File: config.mk
export PLATFORM = sky130hd
export DESIGN_NAME = bus
export DESIGN_NICKNAME = d
export VERILOG_FILES = /design/src/pdp_bus_pkg.sv /design/src/bus.sv /design/src/bus_arbiter.sv /design/src/fill_dma.sv /design/src/iopage.sv /design/src/line_clock.sv
export SDC_FILE = /design/constraint.sdc
export NUM_CORES = 1
export LEC_CHECK = 0
export ABC_AREA = 1
export BUFFER_PORTS_ARGS = -buffer_cell sky130_fd_sc_hd__buf_2
export CORE_UTILIZATION = 48
export CTS_CLUSTER_SIZE = 40
export DETAILED_ROUTE_END_ITERATION = 16
export GPL_TIMING_DRIVEN = 0
export MAX_ROUTING_LAYER = met4
export PLACE_DENSITY = 0.78
export SYNTH_ARGS = -nofsm -noshare
export SYNTH_HDL_FRONTEND = slang
export SYNTH_HIERARCHICAL = 1
export SYNTH_SLANG_ARGS = --single-unit
File: constraint.sdc
create_clock -name clk -period 2.5 [get_ports clk]
set_clock_uncertainty 0.2 [all_clocks]
set_input_delay 0.25 -clock clk [delete_from_list [all_inputs] [get_ports clk]]
set_output_delay 0.25 -clock clk [all_outputs]
set_load 0.01 [all_outputs]
File: src/pdp_bus_pkg.sv
package pdp_bus_pkg;

   // the i/o page is the top 8k bytes of the 22-bit physical space
   localparam logic [21:0] IOPAGE_BASE = 22'o17760000;

   // console switch register on read, display register on write
   localparam logic [21:0] SWR_ADDR = 22'o17777570;

   // line time clock status
   localparam logic [21:0] LKS_ADDR = 22'o17777546;

   // block fill dma controller
   localparam logic [21:0] DMA_CSR_ADDR  = 22'o17777440;
   localparam logic [21:0] DMA_WC_ADDR   = 22'o17777442;
   localparam logic [21:0] DMA_BA_ADDR   = 22'o17777444;
   localparam logic [21:0] DMA_DATA_ADDR = 22'o17777446;

   // csr bit positions, common to all devices
   localparam int CSR_GO   = 0;
   localparam int CSR_IE   = 6;
   localparam int CSR_DONE = 7;

   // interrupt vectors
   localparam logic [7:0] LKS_VECTOR = 8'o100;
   localparam logic [7:0] DMA_VECTOR = 8'o220;

   // one-hot interrupt levels
   localparam logic [7:0] LKS_IPL = 8'b0100_0000;
   localparam logic [7:0] DMA_IPL = 8'b0010_0000;

   typedef enum logic [2:0] {
      GRANT_CPU,
      DMA1,
      DMA2,
      DMA3,
      DMA4
   } grant_state_t;

   typedef enum logic {
      DMA_IDLE,
      DMA_RUN
   } dma_state_t;

endpackage

File: src/bus.sv
`timescale 1ns/1ps

module bus #(
   parameter int RAM_BYTES   = 16384,
   parameter int TICK_CYCLES = 64
) (
   input  logic        clk,
   input  logic        reset,
   input  logic [21:0] bus_addr,
   input  logic [15:0] bus_data_in,
   input  logic        bus_rd,
   input  logic        bus_wr,
   input  logic        bus_byte_op,
   input  logic        bus_arbitrate,
   input  logic [15:0] switches,
   input  logic [7:0]  interrupt_ack_ipl,
   output logic [15:0] bus_data_out,
   output logic        bus_ack,
   output logic        bus_error,
   output logic        bus_int,
   output logic [7:0]  bus_int_ipl,
   output logic [7:0]  bus_int_vector,
   output logic [15:0] display,
   output logic [21:0] ram_addr,
   output logic [15:0] ram_data_out,
   output logic        ram_rd,
   output logic        ram_wr,
   output logic        ram_byte_op,
   input  logic [15:0] ram_data_in
);

   logic        iopage_access;
   logic        ram_access;
   logic        ram_present;
   logic        ram_bus_error;
   logic        iopage_bus_error;
   logic        iopage_rd;
   logic        iopage_wr;
   logic [15:0] iopage_out;
   logic        grant_cpu;
   logic        grant_dma;
   logic        dma_req;
   logic [17:0] dma_addr;
   logic [15:0] dma_data_out;
   logic        dma_wr;

   // 17760000-17777777, bits 21:13 all ones
   assign iopage_access = (bus_addr[21:13] == pdp_bus_pkg::IOPAGE_BASE[21:13]);
   assign ram_access    = ~iopage_access;
   assign ram_present   = (bus_addr < 22'(RAM_BYTES));

   // the cpu access only completes on a cycle it owns the bus
   assign iopage_rd = grant_cpu & bus_rd & iopage_access;
   assign iopage_wr = grant_cpu & bus_wr & iopage_access;

   assign ram_bus_error = grant_cpu & ram_access & (bus_rd | bus_wr) & ~ram_present;
   assign bus_error     = iopage_bus_error | ram_bus_error;

   assign bus_data_out = iopage_access ? iopage_out : ram_data_in;

   // ram port belongs to whoever holds the grant
   assign ram_addr     = grant_cpu ? bus_addr : {4'b0000, dma_addr};
   assign ram_data_out = grant_cpu ? bus_data_in : dma_data_out;
   assign ram_rd       = grant_cpu & bus_rd & ram_access;
   assign ram_wr       = grant_cpu ? (bus_wr & ram_access & ram_present) : dma_wr;
   assign ram_byte_op  = grant_cpu & bus_byte_op;

   assign bus_ack = grant_cpu;

   bus_arbiter bus_arbiter_inst (
      .clk           (clk),
      .reset         (reset),
      .dma_req       (dma_req),
      .bus_arbitrate (bus_arbitrate),
      .grant_cpu     (grant_cpu),
      .grant_dma     (grant_dma)
   );

   iopage #(
      .TICK_CYCLES (TICK_CYCLES)
   ) iopage_inst (
      .clk            (clk),
      .reset          (reset),
      .address        (bus_addr),
      .data_in        (bus_data_in),
      .iopage_rd      (iopage_rd),
      .iopage_wr      (iopage_wr),
      .iopage_byte_op (bus_byte_op),
      .switches       (switches),
      .ack_ipl        (interrupt_ack_ipl),
      .dma_ack        (grant_dma),
      .data_out       (iopage_out),
      .no_decode      (iopage_bus_error),
      .interrupt      (bus_int),
      .interrupt_ipl  (bus_int_ipl),
      .vector         (bus_int_vector),
      .display        (display),
      .dma_req        (dma_req),
      .dma_addr       (dma_addr),
      .dma_data_out   (dma_data_out),
      .dma_wr         (dma_wr)
   );

   // an errored access must leave memory untouched
   a_no_write_on_error: assert property (@(posedge clk) disable iff (reset)
      bus_error |-> !ram_wr);

endmodule

File: src/bus_arbiter.sv
`timescale 1ns/1ps

module bus_arbiter (
   input  logic clk,
   input  logic reset,
   input  logic dma_req,
   input  logic bus_arbitrate,
   output logic grant_cpu,
   output logic grant_dma
);

   pdp_bus_pkg::grant_state_t state;
   pdp_bus_pkg::grant_state_t state_next;

   always_ff @(posedge clk)
   begin
      if (reset)
         state <= pdp_bus_pkg::GRANT_CPU;
      else
         state <= state_next;
   end

   // leave the cpu only when it allows it, then at most four dma cycles
   always_comb
   begin
      state_next = pdp_bus_pkg::GRANT_CPU;
      case (state)
         pdp_bus_pkg::GRANT_CPU:
            if (dma_req && bus_arbitrate)
               state_next = pdp_bus_pkg::DMA1;
         pdp_bus_pkg::DMA1:
            if (dma_req)
               state_next = pdp_bus_pkg::DMA2;
         pdp_bus_pkg::DMA2:
            if (dma_req)
               state_next = pdp_bus_pkg::DMA3;
         pdp_bus_pkg::DMA3:
            if (dma_req)
               state_next = pdp_bus_pkg::DMA4;
         default:
            state_next = pdp_bus_pkg::GRANT_CPU;
      endcase
   end

   assign grant_cpu = (state == pdp_bus_pkg::GRANT_CPU);
   assign grant_dma = (state != pdp_bus_pkg::GRANT_CPU);

   // the cpu always gets the bus back after a burst of four
   a_burst_limit: assert property (@(posedge clk) disable iff (reset)
      grant_dma [*4] |=> grant_cpu);

endmodule

File: src/fill_dma.sv
`timescale 1ns/1ps

module fill_dma (
   input  logic        clk,
   input  logic        reset,
   input  logic [1:0]  reg_sel,
   input  logic        reg_wr,
   input  logic        byte_op,
   input  logic [15:0] data_in,
   input  logic        dma_ack,
   input  logic        int_ack,
   output logic [15:0] reg_data,
   output logic        dma_req,
   output logic [17:0] dma_addr,
   output logic [15:0] dma_data_out,
   output logic        dma_wr,
   output logic        int_req
);

   pdp_bus_pkg::dma_state_t state;

   logic        ie;
   logic        done;
   logic [1:0]  xba;
   logic [15:0] wc;
   logic [15:0] ba;
   logic [15:0] fill;
   logic [15:0] csr;
   logic [15:0] wr_word;
   logic        last;

   // a byte write only reaches the low half
   assign wr_word = byte_op ? {8'h00, data_in[7:0]} : data_in;
   assign last    = (wc == 16'd1);

   assign dma_addr     = {xba, ba};
   assign dma_data_out = fill;
   assign dma_wr       = (state == pdp_bus_pkg::DMA_RUN) & dma_ack;
   // drop the request as the final word goes out so no grant is wasted
   assign dma_req      = (state == pdp_bus_pkg::DMA_RUN) & ~(dma_ack & last);

   always_ff @(posedge clk)
   begin
      if (reset)
      begin
         state   <= pdp_bus_pkg::DMA_IDLE;
         ie      <= 1'b0;
         done    <= 1'b0;
         xba     <= 2'b00;
         wc      <= 16'h0000;
         ba      <= 16'h0000;
         fill    <= 16'h0000;
         int_req <= 1'b0;
      end
      else if (dma_wr)
      begin
         {xba, ba} <= {xba, ba} + 18'd2;
         wc        <= wc - 16'd1;
         if (last)
         begin
            state <= pdp_bus_pkg::DMA_IDLE;
            done  <= 1'b1;
            if (ie)
               int_req <= 1'b1;
         end
      end
      else
      begin
         if (int_ack)
            int_req <= 1'b0;
         if (reg_wr)
         begin
            case (reg_sel)
               2'd0:
               begin
                  ie  <= wr_word[pdp_bus_pkg::CSR_IE];
                  xba <= wr_word[5:4];
                  if (wr_word[pdp_bus_pkg::CSR_GO] && state == pdp_bus_pkg::DMA_IDLE)
                  begin
                     int_req <= 1'b0;
                     // an empty block finishes at once
                     if (wc == 16'd0)
                        done <= 1'b1;
                     else
                     begin
                        done  <= 1'b0;
                        state <= pdp_bus_pkg::DMA_RUN;
                     end
                  end
               end
               2'd1: wc <= byte_op ? {wc[15:8], wr_word[7:0]} : wr_word;
               2'd2: ba <= byte_op ? {ba[15:8], wr_word[7:0]} : wr_word;
               default: fill <= byte_op ? {fill[15:8], wr_word[7:0]} : wr_word;
            endcase
         end
      end
   end

   always_comb
   begin
      csr = 16'h0000;
      csr[pdp_bus_pkg::CSR_GO]   = (state == pdp_bus_pkg::DMA_RUN);
      csr[5:4]                   = xba;
      csr[pdp_bus_pkg::CSR_IE]   = ie;
      csr[pdp_bus_pkg::CSR_DONE] = done;
   end

   always_comb
   begin
      case (reg_sel)
         2'd0:    reg_data = csr;
         2'd1:    reg_data = wc;
         2'd2:    reg_data = ba;
         default: reg_data = fill;
      endcase
   end

   // every granted cycle carries a word, the grant ends with the last one
   a_grant_used: assert property (@(posedge clk) disable iff (reset)
      dma_ack |-> dma_wr);

endmodule

File: src/iopage.sv
`timescale 1ns/1ps

module iopage #(
   parameter int TICK_CYCLES = 64
) (
   input  logic        clk,
   input  logic        reset,
   input  logic [21:0] address,
   input  logic [15:0] data_in,
   input  logic        iopage_rd,
   input  logic        iopage_wr,
   input  logic        iopage_byte_op,
   input  logic [15:0] switches,
   input  logic [7:0]  ack_ipl,
   input  logic        dma_ack,
   output logic [15:0] data_out,
   output logic        no_decode,
   output logic        interrupt,
   output logic [7:0]  interrupt_ipl,
   output logic [7:0]  vector,
   output logic [15:0] display,
   output logic        dma_req,
   output logic [17:0] dma_addr,
   output logic [15:0] dma_data_out,
   output logic        dma_wr
);

   logic        sel_swr;
   logic        sel_lks;
   logic        sel_dma;
   logic        low_wr;
   logic [15:0] lks_status;
   logic [15:0] dma_reg_data;
   logic        lks_int_req;
   logic        dma_int_req;
   logic        lks_int_ack;
   logic        dma_int_ack;

   // word decode, bit 0 only picks the byte lane
   assign sel_swr = (address[21:1] == pdp_bus_pkg::SWR_ADDR[21:1]);
   assign sel_lks = (address[21:1] == pdp_bus_pkg::LKS_ADDR[21:1]);
   assign sel_dma = (address[21:1] == pdp_bus_pkg::DMA_CSR_ADDR[21:1])
                  | (address[21:1] == pdp_bus_pkg::DMA_WC_ADDR[21:1])
                  | (address[21:1] == pdp_bus_pkg::DMA_BA_ADDR[21:1])
                  | (address[21:1] == pdp_bus_pkg::DMA_DATA_ADDR[21:1]);

   // device registers take only low byte writes, a high byte write is dropped
   assign low_wr = iopage_wr & ~(iopage_byte_op & address[0]);

   assign no_decode = (iopage_rd | iopage_wr) & ~(sel_swr | sel_lks | sel_dma);

   always_ff @(posedge clk)
   begin
      if (reset)
         display <= 16'h0000;
      else if (iopage_wr && sel_swr)
      begin
         if (!iopage_byte_op)
            display <= data_in;
         else if (address[0])
            display[15:8] <= data_in[7:0];
         else
            display[7:0] <= data_in[7:0];
      end
   end

   always_comb
   begin
      data_out = 16'h0000;
      if (sel_swr)
         data_out = switches;
      else if (sel_lks)
         data_out = lks_status;
      else if (sel_dma)
         data_out = dma_reg_data;
   end

   // clock outranks the dma
   assign interrupt     = lks_int_req | dma_int_req;
   assign interrupt_ipl = lks_int_req ? pdp_bus_pkg::LKS_IPL :
                          dma_int_req ? pdp_bus_pkg::DMA_IPL : 8'h00;
   assign vector        = lks_int_req ? pdp_bus_pkg::LKS_VECTOR :
                          dma_int_req ? pdp_bus_pkg::DMA_VECTOR : 8'h00;

   assign lks_int_ack = |(ack_ipl & pdp_bus_pkg::LKS_IPL);
   assign dma_int_ack = |(ack_ipl & pdp_bus_pkg::DMA_IPL);

   line_clock #(
      .TICK_CYCLES (TICK_CYCLES)
   ) line_clock_inst (
      .clk     (clk),
      .reset   (reset),
      .sel_wr  (low_wr & sel_lks),
      .data_in (data_in),
      .int_ack (lks_int_ack),
      .status  (lks_status),
      .int_req (lks_int_req)
   );

   fill_dma fill_dma_inst (
      .clk          (clk),
      .reset        (reset),
      .reg_sel      (address[2:1]),
      .reg_wr       (low_wr & sel_dma),
      .byte_op      (iopage_byte_op),
      .data_in      (data_in),
      .dma_ack      (dma_ack),
      .int_ack      (dma_int_ack),
      .reg_data     (dma_reg_data),
      .dma_req      (dma_req),
      .dma_addr     (dma_addr),
      .dma_data_out (dma_data_out),
      .dma_wr       (dma_wr),
      .int_req      (dma_int_req)
   );

endmodule

File: src/line_clock.sv
`timescale 1ns/1ps

module line_clock #(
   parameter int TICK_CYCLES = 64
) (
   input  logic        clk,
   input  logic        reset,
   input  logic        sel_wr,
   input  logic [15:0] data_in,
   input  logic        int_ack,
   output logic [15:0] status,
   output logic        int_req
);

   localparam int CW = (TICK_CYCLES > 1) ? $clog2(TICK_CYCLES) : 1;

   logic [CW-1:0] count;
   logic          tick;
   logic          flag;
   logic          ie;

   assign tick = (count == CW'(TICK_CYCLES - 1));

   always_ff @(posedge clk)
   begin
      if (reset)
      begin
         count   <= '0;
         flag    <= 1'b0;
         ie      <= 1'b0;
         int_req <= 1'b0;
      end
      else
      begin
         count <= tick ? '0 : count + 1'b1;
         if (sel_wr)
            ie <= data_in[pdp_bus_pkg::CSR_IE];
         // a new tick wins over a clearing write
         if (tick)
            flag <= 1'b1;
         else if (sel_wr)
            flag <= 1'b0;
         if (tick && !flag && ie)
            int_req <= 1'b1;
         else if (int_ack || (sel_wr && !data_in[pdp_bus_pkg::CSR_IE]))
            int_req <= 1'b0;
      end
   end

   // flag reads back in the done position
   always_comb
   begin
      status = 16'h0000;
      status[pdp_bus_pkg::CSR_DONE] = flag;
      status[pdp_bus_pkg::CSR_IE]   = ie;
   end

endmodule

==> impl_results.md, run 1 <==
* Die width at 119 um
* Post-synth EDFFs at 0
* H-tree levels at 3
* Layout cell share with drive strength beyond 1 at 25.2%
* Final setup fails at 0
* Iter 0 DRT Violations at around 700
* Area fraction in compound gates after synthesis at 14.8%
* Worst Path Max Fanout at 10
* Peak VDD IR at 0.377 mV
* Sw Ratio at 26.7%
* Pins Over Slew Limit at 0
* Detail Route Antenna Nets at 0
* RSZ-0062 raised after global routing: yes
* Layout Cells excl Fill at about 1.5k
* Synth unique cells at 41
* YS warnings at 6
* Routed via count at between 7k and 8k
* Worst endpoint required time at ~2.6 ns
* Nets at 1418
* Post-Place Setup Slack at -0.651 ns
* HPWL after DPL at 18200 um
* Congestion Overflow GR at 0
* Wire per inst at about 16 um
* Num CTS Buffers at 9
* Int Power at roughly 2.2 mW
* Ys async rst share at 0%
* Worst slew margin at roughly three fifths
* Synth Area in Simple Gates at 42.4%
* Number of core rows at 42
* Hold Fails Final Rpt at 0
* CTS tree: built
* Ports at around 180
* Global-route wire length before repair at 35800 um
* Top cells by area, synth: dfxtp_1 (25%), nand2_1 (19%), inv_1 (8.6%)
* Clock-pin slew on the worst setup and hold paths at 0.06 ns
* Reg-to-reg slack, setup at about 0.070 ns
* Leak pwr at 4.19 nW
* Die area at 14100 um2
* Seq/Total Area, Yosys at 25.1%
* Crit path capture type: flop
* Worst-Skew Late Latency at between 0.3 and 0.4 ns
* Starting density of the core at 49.4%
* Yosys top cell area share at around a quarter
* Adder-Cell Fraction of Synth Area at less than 1%
* Die Ht at between 100 and 150 um
* Cell count after synthesis at ~1.1k
* Hold Path Class: primary input to flop
* Largest family of logic cells by synthesized area: simple AND/OR/NAND/NOR gates
* Largest area contributor in the netlist: dfxtp_1
* DR pass1 iterations at 7
* Max Clk Rate at just over 400 MHz
* Synth Area in XOR/XNOR at less than 1%
* Tcrit/Tclk final at just under 100%
* Area Overhead vs Synth at 25.2%
* Clock Sink Count at slightly above 80
* Placed cell count at ~1.5k
* Crit path launch type: primary input
* Clock Power Share at around 43%
* Minimum clock period after layout at 2.48 ns
* Largest net degree at the start of global routing at 15
* Tot GR Track Use at about a third
* Port buffer count at roughly 160
* Final GP Congestion at around 1
* Max Cap Violations at 0
* CTS Buffer Depth at 2
* Filler Cell Count at about 1.3k
* CP arrival at roughly 2.5 ns
* PD cells at around 370 nW/um2
* Comb pwr share at a little over an eighth
* Crit-path slowest cell: dlygate4sd3_1
* Mux cell area share after synthesis at 0%
* CP most frequent cell: clkbuf_1
* Ys flop type: dfxtp_1
* Syn Std Cell Area at 6540 um2
* Root buffer cell: clkbuf_16
* Core area at between 10000 and 15000 um2
* Register bit total from synthesis at 82
* Least-Margin Pin Slew at a little under 0.6 ns
* CP Cell Sequence: dlygate4sd3_1 > buf_2 > clkbuf_1 > inv_1 > clkbuf_1 > o21ai_0 > nor2_1
* Vias in the first global route at 6941
* Worst setup margin at 0.0212 ns
* Via density per instance at about 5.2
* Crit Path Class: primary input to flop
* Share of power burned in registers at approximately 43%
* Sw power at 0.816 mW
* Initial antenna violation count at 1
* DRC violations left at 0
* Syn avg cell area at between 5 and 6 um2
* Max incr delay on CP at between 0.5 and 0.6 ns
* Status: finished, final reports clean
* Post-Route WL at 23500 um
[worst max-delay path, delay by kind of cell]
kind | cells | cell delay [ns]
compound gates | 1 | 0.25
buf+inv | 5 | 1.85
simple gates | 1 | 0.18
[synthesized netlist by cell type, drive strengths merged (2+ instances only)]
library cell / n
a21boi: 8
a21oi: 44
a31oi: 9
buf: 58
clkbuf: 12
conb: 2
dfxtp: 82
ha: 4
inv: 162
nand2: 342
nand3: 99
nand4: 13
nor2: 146
nor3: 10
o2111ai: 4
o211ai: 5
o21ai: 79
o221ai: 8
or2: 18
xor2: 5
[layout by cell type, fill, tap and decap left out, types with 2 or more instances in the layout]
cell type / netlist / layout
o21ai_1: 15 / 16
nor3_1: 10 / 10
inv_1: 149 / 146
nand4_1: 13 / 13
clkbuf_2: 0 / 3
buf_1: 3 / 2
or2_0: 16 / 16
nor2_4: 9 / 14
o211ai_1: 5 / 5
inv_4: 0 / 3
nand2_1: 324 / 322
o221ai_1: 8 / 8
nor2_2: 11 / 9
buf_4: 33 / 49
a21oi_1: 43 / 42
buf_2: 19 / 174
nand2_2: 18 / 19
buf_6: 3 / 5
dfxtp_1: 82 / 81
clkbuf_1: 12 / 9
conb_1: 2 / 25
o21ai_0: 47 / 46
o21ai_2: 17 / 17
or2_2: 2 / 2
inv_2: 13 / 13
a31oi_1: 9 / 9
ha_1: 4 / 4
o2111ai_1: 4 / 4
dlygate4sd3_1: 0 / 3
nor2_1: 126 / 124
nand3_2: 5 / 5
a21boi_0: 8 / 8
clkinvlp_4: 0 / 2
clkbuf_16: 0 / 9
xor2_1: 5 / 5
nand3_1: 93 / 93
[path summary, 6_finish.rpt]
check,endpoint,startpoint,cells past startpoint
max,iopage_inst/fill_dma_inst/dma_data_out[3],reset,7
min,iopage_inst/fill_dma_inst/int_req,interrupt_ack_ipl[5],4
max reg2reg,iopage_inst/fill_dma_inst/dma_data_out[3],bus_arbiter_inst/state[0],16
min reg2reg,iopage_inst/line_clock_inst/count[0],iopage_inst/line_clock_inst/count[0],1
[routing by layer]
layer	global-route usage (%)	wire, um	vias up
li1	-	-	3903
met2	51.9	10400	472
met1	41.7	9650	3457
met4	16.7	1060	0
met3	6.71	2400	76
met5	-	0	-
[cell type report]
type	instances	area (um2)	share of cell area (%)
multi-input cells	828	4010	48.9
flip-flops and latches	82	1640	20.1
plain buffers	70	454	5.55
diodes	1	2.50	0.0306
clock inverters	6	67.6	0.825
well taps	176	220	2.69
repair buffers	177	955	11.7
clock buffers	9	225	2.75
inverters	162	616	7.52
[logic make-up (layout without fill, tap and decap cells)]
| family | after synthesis | in the layout |
|---|---|---|
| AOI/OAI and AO/OA | 161 | 161 |
| and+or+nand+nor | 631 | 632 |
| DFF | 82 | 82 |
| adders and majority gates | 4 | 4 |
| xor gates and xnor gates | 6 | 6 |
| other | 2 | 26 |
| buffers and inverters | 232 | 424 |
[through the flow]
stage	power [mW]	util (%)	setup TNS, ns	hold WS (ns)	instance area [um2]
2_1_floorplan	1.55	-	0	0.112	6630
3_3_place_gp	1.74	57.7	-20.63	0.243	7640
3_5_place_dp	1.74	57.7	-22.59	0.256	7640
4_1_cts	3.06	60.7	0	0.0117	8040
5_1_grt	3.17	61.8	-0.276	0.0178	8190
6_report	3.06	61.8	0	0.0257	8190
[flip-flops by register name, summed over array words and instances (netlist names), 2 cells and up]
register / count
iopage_inst/fill_dma_inst/xba: 2
iopage_inst/display: 16
iopage_inst/line_clock_inst/count: 6
iopage_inst/fill_dma_inst/wc: 16
iopage_inst/fill_dma_inst/dma_data_out: 16
iopage_inst/fill_dma_inst/ba: 16
bus_arbiter_inst/state: 3
[power by group through the flow]
stage | combinational, mW | clock, mW | sequential [mW]
final | 0.419 | 1.33 | 1.31
after global routing | 0.452 | 1.41 | 1.31
after CTS | 0.405 | 1.34 | 1.31
after detailed placement | 0.399 | 0 | 1.34
after global placement | 0.396 | 0 | 1.34
after floorplan | 0.209 | 0 | 1.34
[timing repair]
item | 4_1_cts | 5_1_grt
setup endpoints to repair | 54 | 80
gates resized for setup | 12 | 23
hold buffers | 3 | 0
pin swaps | 5 | 9
buffers inserted | 5 | 10
hold endpoints to repair | 2 | 0
cloned | 1 | 1
Power figures use the tool's default switching activity.
==> inputs of run 2 (changes only) <==
--- a/config.mk
+++ b/config.mk
@@ -7,12 +7,12 @@
 export LEC_CHECK = 0
 export ABC_AREA = 1
 export BUFFER_PORTS_ARGS = -buffer_cell sky130_fd_sc_hd__buf_2
-export CORE_UTILIZATION = 48
+export CORE_UTILIZATION = 30
 export CTS_CLUSTER_SIZE = 40
 export DETAILED_ROUTE_END_ITERATION = 16
 export GPL_TIMING_DRIVEN = 0
 export MAX_ROUTING_LAYER = met4
-export PLACE_DENSITY = 0.78
+export PLACE_DENSITY = 0.53
 export SYNTH_ARGS = -nofsm -noshare
 export SYNTH_HDL_FRONTEND = slang
 export SYNTH_HIERARCHICAL = 1
==> run 2 against run 1 <==
- register-to-register slack better by 0.02 ns
- highest routed layer unchanged
- final cell count up 6.9%
- clock-buffer cell count up 3
==> impl_results.md, run 2 (synthesis results as in run 1) <==
* Status: finished, final reports clean
* Initial antenna violation count at 0 (-1)
* CP Cell Sequence: inv_2 > nand2_4 > nor2_4 > buf_6 > inv_1 > nand2_4 > inv_4 > buf_6 > nand2_1 > o21ai_0 > buf_2
* Vias in the first global route at 6925 (-0.23%)
* Total power at 3.07 mW (+0.27%)
* Core area at 21200 um2 (+60%)
* Comb pwr share at 13.8% (about the same)
* Detail Route Antenna Nets at 0 (unchanged)
* Global-route wire length before repair at 38200 um (+6.6%)
* PD cells at 364 nW/um2 (-2.8%)
* Worst endpoint required time at 2.05 ns (-0.51 ns)
* Crit-path slowest cell: dfxtp_2
* Root buffer cell: clkbuf_16
* Max Cap Violations at 0 (unchanged)
* Commonest non-fill, non-tap cells in the layout: nand2_1 (320), buf_2 (173), inv_1 (143), nor2_1 (122), nand3_1 (92)
* Max incr delay on CP at 0.32 ns (-0.21 ns)
* Reg-to-reg slack, setup at 0.09 ns (+0.02 ns)
* Crit path launch type: flop
* Via density per instance at 4.79 (-8.5%)
* Starting density of the core at 30.8% (-19 points)
* Pins Over Slew Limit at 0 (unchanged)
* Minimum clock period after layout at 2.45 ns (-0.0259 ns)
* Ant. Diodes at 0 (-1)
* Max layer used: met4
* H-tree levels at 3 (unchanged)
* RSZ-0062 raised after global routing: yes
* Final Util at 39.8% (-22 points)
* HPWL after DPL at 20600 um (+13%)
* Share of power burned in registers at 42.8% (about the same)
* Clock Power Share at 43.4% (about the same)
* Crit Path Class: flop to output port
* Sw Ratio at 27.5% (+0.85 points)
* Post-Route WL at 25900 um (+10%)
* Worst-Skew Late Latency at 0.35 ns (about the same)
* Buf+Inv Stages, Crit Path at 6 (+1)
* Top Family by Delay on Critical Path: buffers and inverters
* Routed wl met2 at 11600 um (+12%)
* Hold Path Class: primary input to flop
* Area Overhead vs Synth at 29.2%
* CP arrival at 2.00 ns (-0.54 ns)
* Clock Sink Count at 82 (unchanged)
* Clock-pin slew on the worst setup and hold paths at 0.07 ns (about the same)
* Iter 0 DRT Violations at 576 (-20%)
* Commonest non-fill, non-tap cell in the layout: nand2_1
* Wire per inst at 16.1 um (+3.3%)
* Worst Path Max Fanout at 10 (unchanged)
* Worst slew margin at 57.6% (-3.1 points)
* Die width at 150 um (+26%)
* Least-Margin Pin Slew at 0.636 ns (+0.0464 ns)
* Leak pwr at 4.24 nW (+1.2%)
* Sw power at 0.845 mW (+3.5%)
* Max Clk Rate at 408 MHz (+1.1%)
* Total negative slack at 0 ns (unchanged)
* Final setup fails at 0 (unchanged)
* DR pass1 iterations at 6 (-1)
* Tot GR Track Use at 23.5% (-10 points)
* DRC violations left at 0 (unchanged)
* Die Ht at 150 um (+26%)
* Hold Fails Final Rpt at 0 (unchanged)
* Metal3 WL at 2230 um (-6.8%)
* Number of core rows at 53 (+26%)
* Die area at 22400 um2 (+59%)
* Largest net degree at the start of global routing at 17 (+2)
* Int Power at 2.23 mW (-0.88%)
* Num CTS Buffers at 9 (unchanged)
* Routed via count at 7737 (-2.2%)
* Tcrit/Tclk final at 98.1% (-1.0 points)
* Final GP Congestion at 0.938 (-5.6%)
* Crit path capture type: output port
* Met1 WL at 11500 um (+19%)
* Hold WS at 0.0113 ns (-0.0144 ns)
* Layout cell share with drive strength beyond 1 at 26.6% (+1.4 points)
* CTS Buffer Depth at 2 (unchanged)
* CTS tree: built
* Peak VDD IR at 0.278 mV (-26%)
* Port buffer count at 158 (unchanged)
* Congestion Overflow GR at 0 (unchanged)
* Nets at 1423 (+0.35%)
* Ports at 176 (unchanged)
## run 2: area by class of cell
| cell class | count | area, um2 |
|---|---|---|
| fillers | 2388 | 12800 |
| multi-input cells | 827 | 4040 |
| flip-flops and latches | 82 | 1640 |
| repair buffers | 185 | 1050 |
| inverters | 162 | 619 |
| plain buffers | 68 | 462 |
| well taps | 275 | 344 |
| clock buffers | 12 | 267 |
| clock inverters | 4 | 25.0 |
## run 2: repair_timing
action	CTS	global route
hold buffers	3	0
gates resized for setup	21	34
setup endpoints to repair	67	85
hold endpoints to repair	2	0
pin swaps	4	13
gates cloned	0	1
setup buffers	12	13
## run 2: power groups by stage
stage	clock network (mW)	registers, mW	logic (mW)
2_1_floorplan	0	1.34	0.209
3_3_place_gp	0	1.34	0.409
3_5_place_dp	0	1.34	0.410
4_1_cts	1.36	1.31	0.417
5_1_grt	1.41	1.31	0.462
6_report	1.33	1.31	0.423
## run 2: path summary, 6_finish.rpt
path,from,endpoint,cells past startpoint
max,bus_arbiter_inst/state[0],ram_wr,11
min,bus_data_in[11],iopage_inst/fill_dma_inst/dma_data_out[11],3
max reg2reg,bus_arbiter_inst/state[0],iopage_inst/display[5],18
min reg2reg,iopage_inst/line_clock_inst/count[0],iopage_inst/line_clock_inst/count[0],1
## run 2: routing by layer
layer | global-route usage [%] | vias up
li1 | - | 3920
met1 | 30.1 | 3489
met2 | 36.6 | 293
met3 | 5.21 | 35
met4 | 6.89 | 0
met5 | - | -
## run 2: per-stage QoR
stage	instances	setup WS, ns	area (um2)
detailed placement	1574	-0.761	7760
global route	1615	-0.0576	8450
floorplan	1141	0.0203	6630
finish	1615	0.0471	8450
global placement	1574	-0.759	7760
CTS	1604	-0.0414	8250
## run 2: worst reg2reg max path: cells and delay by family, from the launching register on
family / cells / cell delay [ns]
compound gates: 1 / 0.13
buf+inv: 9 / 0.82
simple gates: 8 / 0.88
flops: 1 / 0.32
==> inputs of run 3 (changes only) <==
--- a/config.mk
+++ b/config.mk
@@ -6,13 +6,13 @@
 export NUM_CORES = 1
 export LEC_CHECK = 0
 export ABC_AREA = 1
-export BUFFER_PORTS_ARGS = -buffer_cell sky130_fd_sc_hd__buf_2
 export CORE_UTILIZATION = 30
 export CTS_CLUSTER_SIZE = 40
 export DETAILED_ROUTE_END_ITERATION = 16
+export DONT_BUFFER_PORTS = 1
 export GPL_TIMING_DRIVEN = 0
 export MAX_ROUTING_LAYER = met4
-export PLACE_DENSITY = 0.53
+export PLACE_DENSITY = 0.46
 export SYNTH_ARGS = -nofsm -noshare
 export SYNTH_HDL_FRONTEND = slang
 export SYNTH_HIERARCHICAL = 1
==> run 3 against run 2 <==
- the run now ends with setup timing left
- first-iteration DRC count up 18%
- routed wire length up 3.3%
- clock-buffer cell count is 3 lower
- clock power about the same
- global-route usage rose by 0.60 points
- final cell count shrank 8.0%
- critical endpoint is now iopage_inst/fill_dma_inst/ba[9]
- largest power group is now sequential cells
==> impl_results.md, run 3 (synthesis results as in run 1) <==
* RSZ-0062 raised after global routing: yes
* Die Ht at 150 um (unchanged)
* Beginning of the worst register-to-register path: bus_arbiter_inst/state[0]
* CP arrival at 2.57 ns (+0.57 ns)
* Congestion Overflow GR at 0 (unchanged)
* Num CTS Buffers at 9 (unchanged)
* Tcrit/Tclk final at 101% (+2.7 points)
* Vias in the first global route at 6348 (-8.3%)
* Ant. Diodes at 0 (unchanged)
* CTS Buffer Depth at 2 (unchanged)
* Reg-to-reg slack, setup at -0.02 ns (-0.11 ns)
* Via density per instance at 4.89 (+2.1%)
* Largest net degree at the start of global routing at 16 (-1)
* Layout Cells excl Fill at 1485 (-8.0%)
* Pins Over Slew Limit at 0 (unchanged)
* CP Cell Sequence: inv_2 > nand2_4 > nor2_4 > nand2_4 > nor2_4 > inv_2 > a21oi_4 > inv_2 > nor2_4 > inv_4 > nor2_4 > nor2_4 > nor2_4 > buf_6 > nand3_2 > nand2_1 > inv_1
* Worst slew margin at 35.2% (-22 points)
* Max Clk Rate at 397 MHz (-2.7%)
* Hold Path Class: primary input to flop
* Final GP Congestion at 0.962 (+2.5%)
* HPWL after DPL at 20400 um (-1.0%)
* Ports at 176 (unchanged)
* Reg2Reg Depth at 17 (-1)
* Crit path capture type: flop
* DR pass1 iterations at 7 (+1)
* Clock-pin slew on the worst setup and hold paths at 0.07 ns (about the same)
* Hold Fails Final Rpt at 0 (unchanged)
* Worst setup endpoint: iopage_inst/fill_dma_inst/ba[9]
* Status: finished, violations left
* Peak VDD IR at 0.263 mV (-5.4%)
* Violated checks: setup timing
* CP Launch Point: bus_arbiter_inst/state[0]
* Post-Route WL at 26800 um (+3.3%)
* R2R Path End: iopage_inst/fill_dma_inst/ba[9]
* Tot GR Track Use at 24.1% (+0.60 points)
* Die area at 22400 um2 (unchanged)
* Routed via count at 7266 (-6.1%)
* Crit path launch type: flop
* Starting density of the core at 30.8% (unchanged)
* Clock Sink Count at 82 (unchanged)
* Leak pwr at 3.71 nW (-13%)
* Placed cell count at 1416 (-10%)
* Die width at 150 um (unchanged)
* Core area at 21200 um2 (unchanged)
* Worst setup margin at -0.0200 ns (-0.0671 ns)
* Wire per inst at 18.0 um (+12%)
* Max incr delay on CP at 0.33 ns (about the same)
* Initial antenna violation count at 0 (unchanged)
* PD cells at 367 nW/um2 (+0.91%)
* CTS tree: built
* Total power at 2.95 mW (-4.1%)
* Port buffer count at 0 (-100%)
* Worst Path Max Fanout at 5 (-5)
* Worst endpoint required time at 2.55 ns (+0.50 ns)
* Area Overhead vs Synth at 22.8%
* Least-Margin Pin Slew at 0.972 ns (+0.336 ns)
* Nets at 1293 (-9.1%)
* Iter 0 DRT Violations at 677 (+18%)
* Layout cell share with drive strength beyond 1 at 19.3% (-7.3 points)
* Global-route wire length before repair at 38100 um (about the same)
* H-tree levels at 3 (unchanged)
* Root buffer cell: clkbuf_16
* Number of core rows at 53 (unchanged)
* Final Util at 37.8% (-2.0 points)
* Detail Route Antenna Nets at 0 (unchanged)
* Crit Path Class: flop to flop
* CP most frequent cell: nor2_4
* Commonest non-fill, non-tap cells in the layout: nand2_1 (316), inv_1 (142), nor2_1 (118), nand3_1 (89), dfxtp_1 (80)
* Worst-Skew Late Latency at 0.35 ns (about the same)
* Final setup fails at 3 (+3)
* Max Cap Violations at 0 (unchanged)
* Post-Place Setup Slack at -0.712 ns (+0.0485 ns)
* Commonest non-fill, non-tap cell in the layout: nand2_1
* Crit-path slowest cell: dfxtp_2
* DRC violations left at 0 (unchanged)
* Minimum clock period after layout at 2.52 ns (+0.0671 ns)
[run 3: changes by cell type in the layout (fill, tap and decap cells not counted), moves of 5 or more]
cell,delta
a21oi_1,-6
a21oi_2,+6
buf_2,-158
buf_6,+5
clkbuf_1,+5
dlygate4sd3_1,+18
nand2_4,+5
o21ai_0,-15
o21ai_2,+15
[run 3: final cells by class]
class	instances	area [um2]
buffer	69	439
clock buffer	9	225
clock inverter	7	53.8
fill	2398	13200
inverter	162	631
multi-input combinational	827	4190
sequential	82	1640
tap	275	344
timing repair buffer	53	500
timing repair inverter	1	5.00
[run 3: worst min-delay path by stage]
stage	to	from	slack [ns]	cells past startpoint
after floorplan	iopage_inst/line_clock_inst/int_req	reset	0.11	1
after global placement	iopage_inst/line_clock_inst/int_req	reset	0.12	1
after detailed placement	iopage_inst/line_clock_inst/int_req	reset	0.12	1
after CTS	iopage_inst/display[9]	bus_data_in[9]	0.0003	4
after global routing	iopage_inst/display[15]	bus_data_in[15]	0.04	4
final	iopage_inst/display[13]	bus_data_in[13]	0.01	4
[run 3: through the flow]
stage	hold WS, ns	setup TNS [ns]	instance area (um2)
floorplan	0.112	0	6630
finish	0.0111	-0.0476	8030
global route	0.0387	-5.08	8030
CTS	0.000283	-0.0147	7700
global placement	0.115	-23.74	6970
detailed placement	0.115	-25.37	6970
[run 3: worst max-delay path: cells and delay by family (launching register included)]
family | cells | cell delay, ns
AOI/OAI and AO/OA | 1 | 0.13
buffers and inverters | 6 | 0.47
DFF | 1 | 0.33
and+or+nand+nor | 10 | 1.30
[run 3: what timing repair did]
action | 4_1_cts | 5_1_grt
endpoints found under the setup margin | 57 | 86
pin swaps | 13 | 23
setup buffers | 22 | 12
endpoints found under the hold margin | 57 | 0
hold buffers | 21 | 0
resized for setup | 24 | 83
cloned | 0 | 1
[run 3: report_power, final]
group          switching, mW  internal [mW]
sequential           0.00405           1.31
clock                  0.619          0.683
combinational          0.213          0.118
total                  0.836           2.11
[run 3: routing by layer]
layer	share of wire [%]	global-route usage, %	up-vias	routed length, um
li1	-	-	3651	-
met2	45	36.9	317	12100
met1	44	31.3	3256	11700
met3	8.6	4.54	42	2300
met5	0	-	-	0
met4	2.8	8.57	0	737
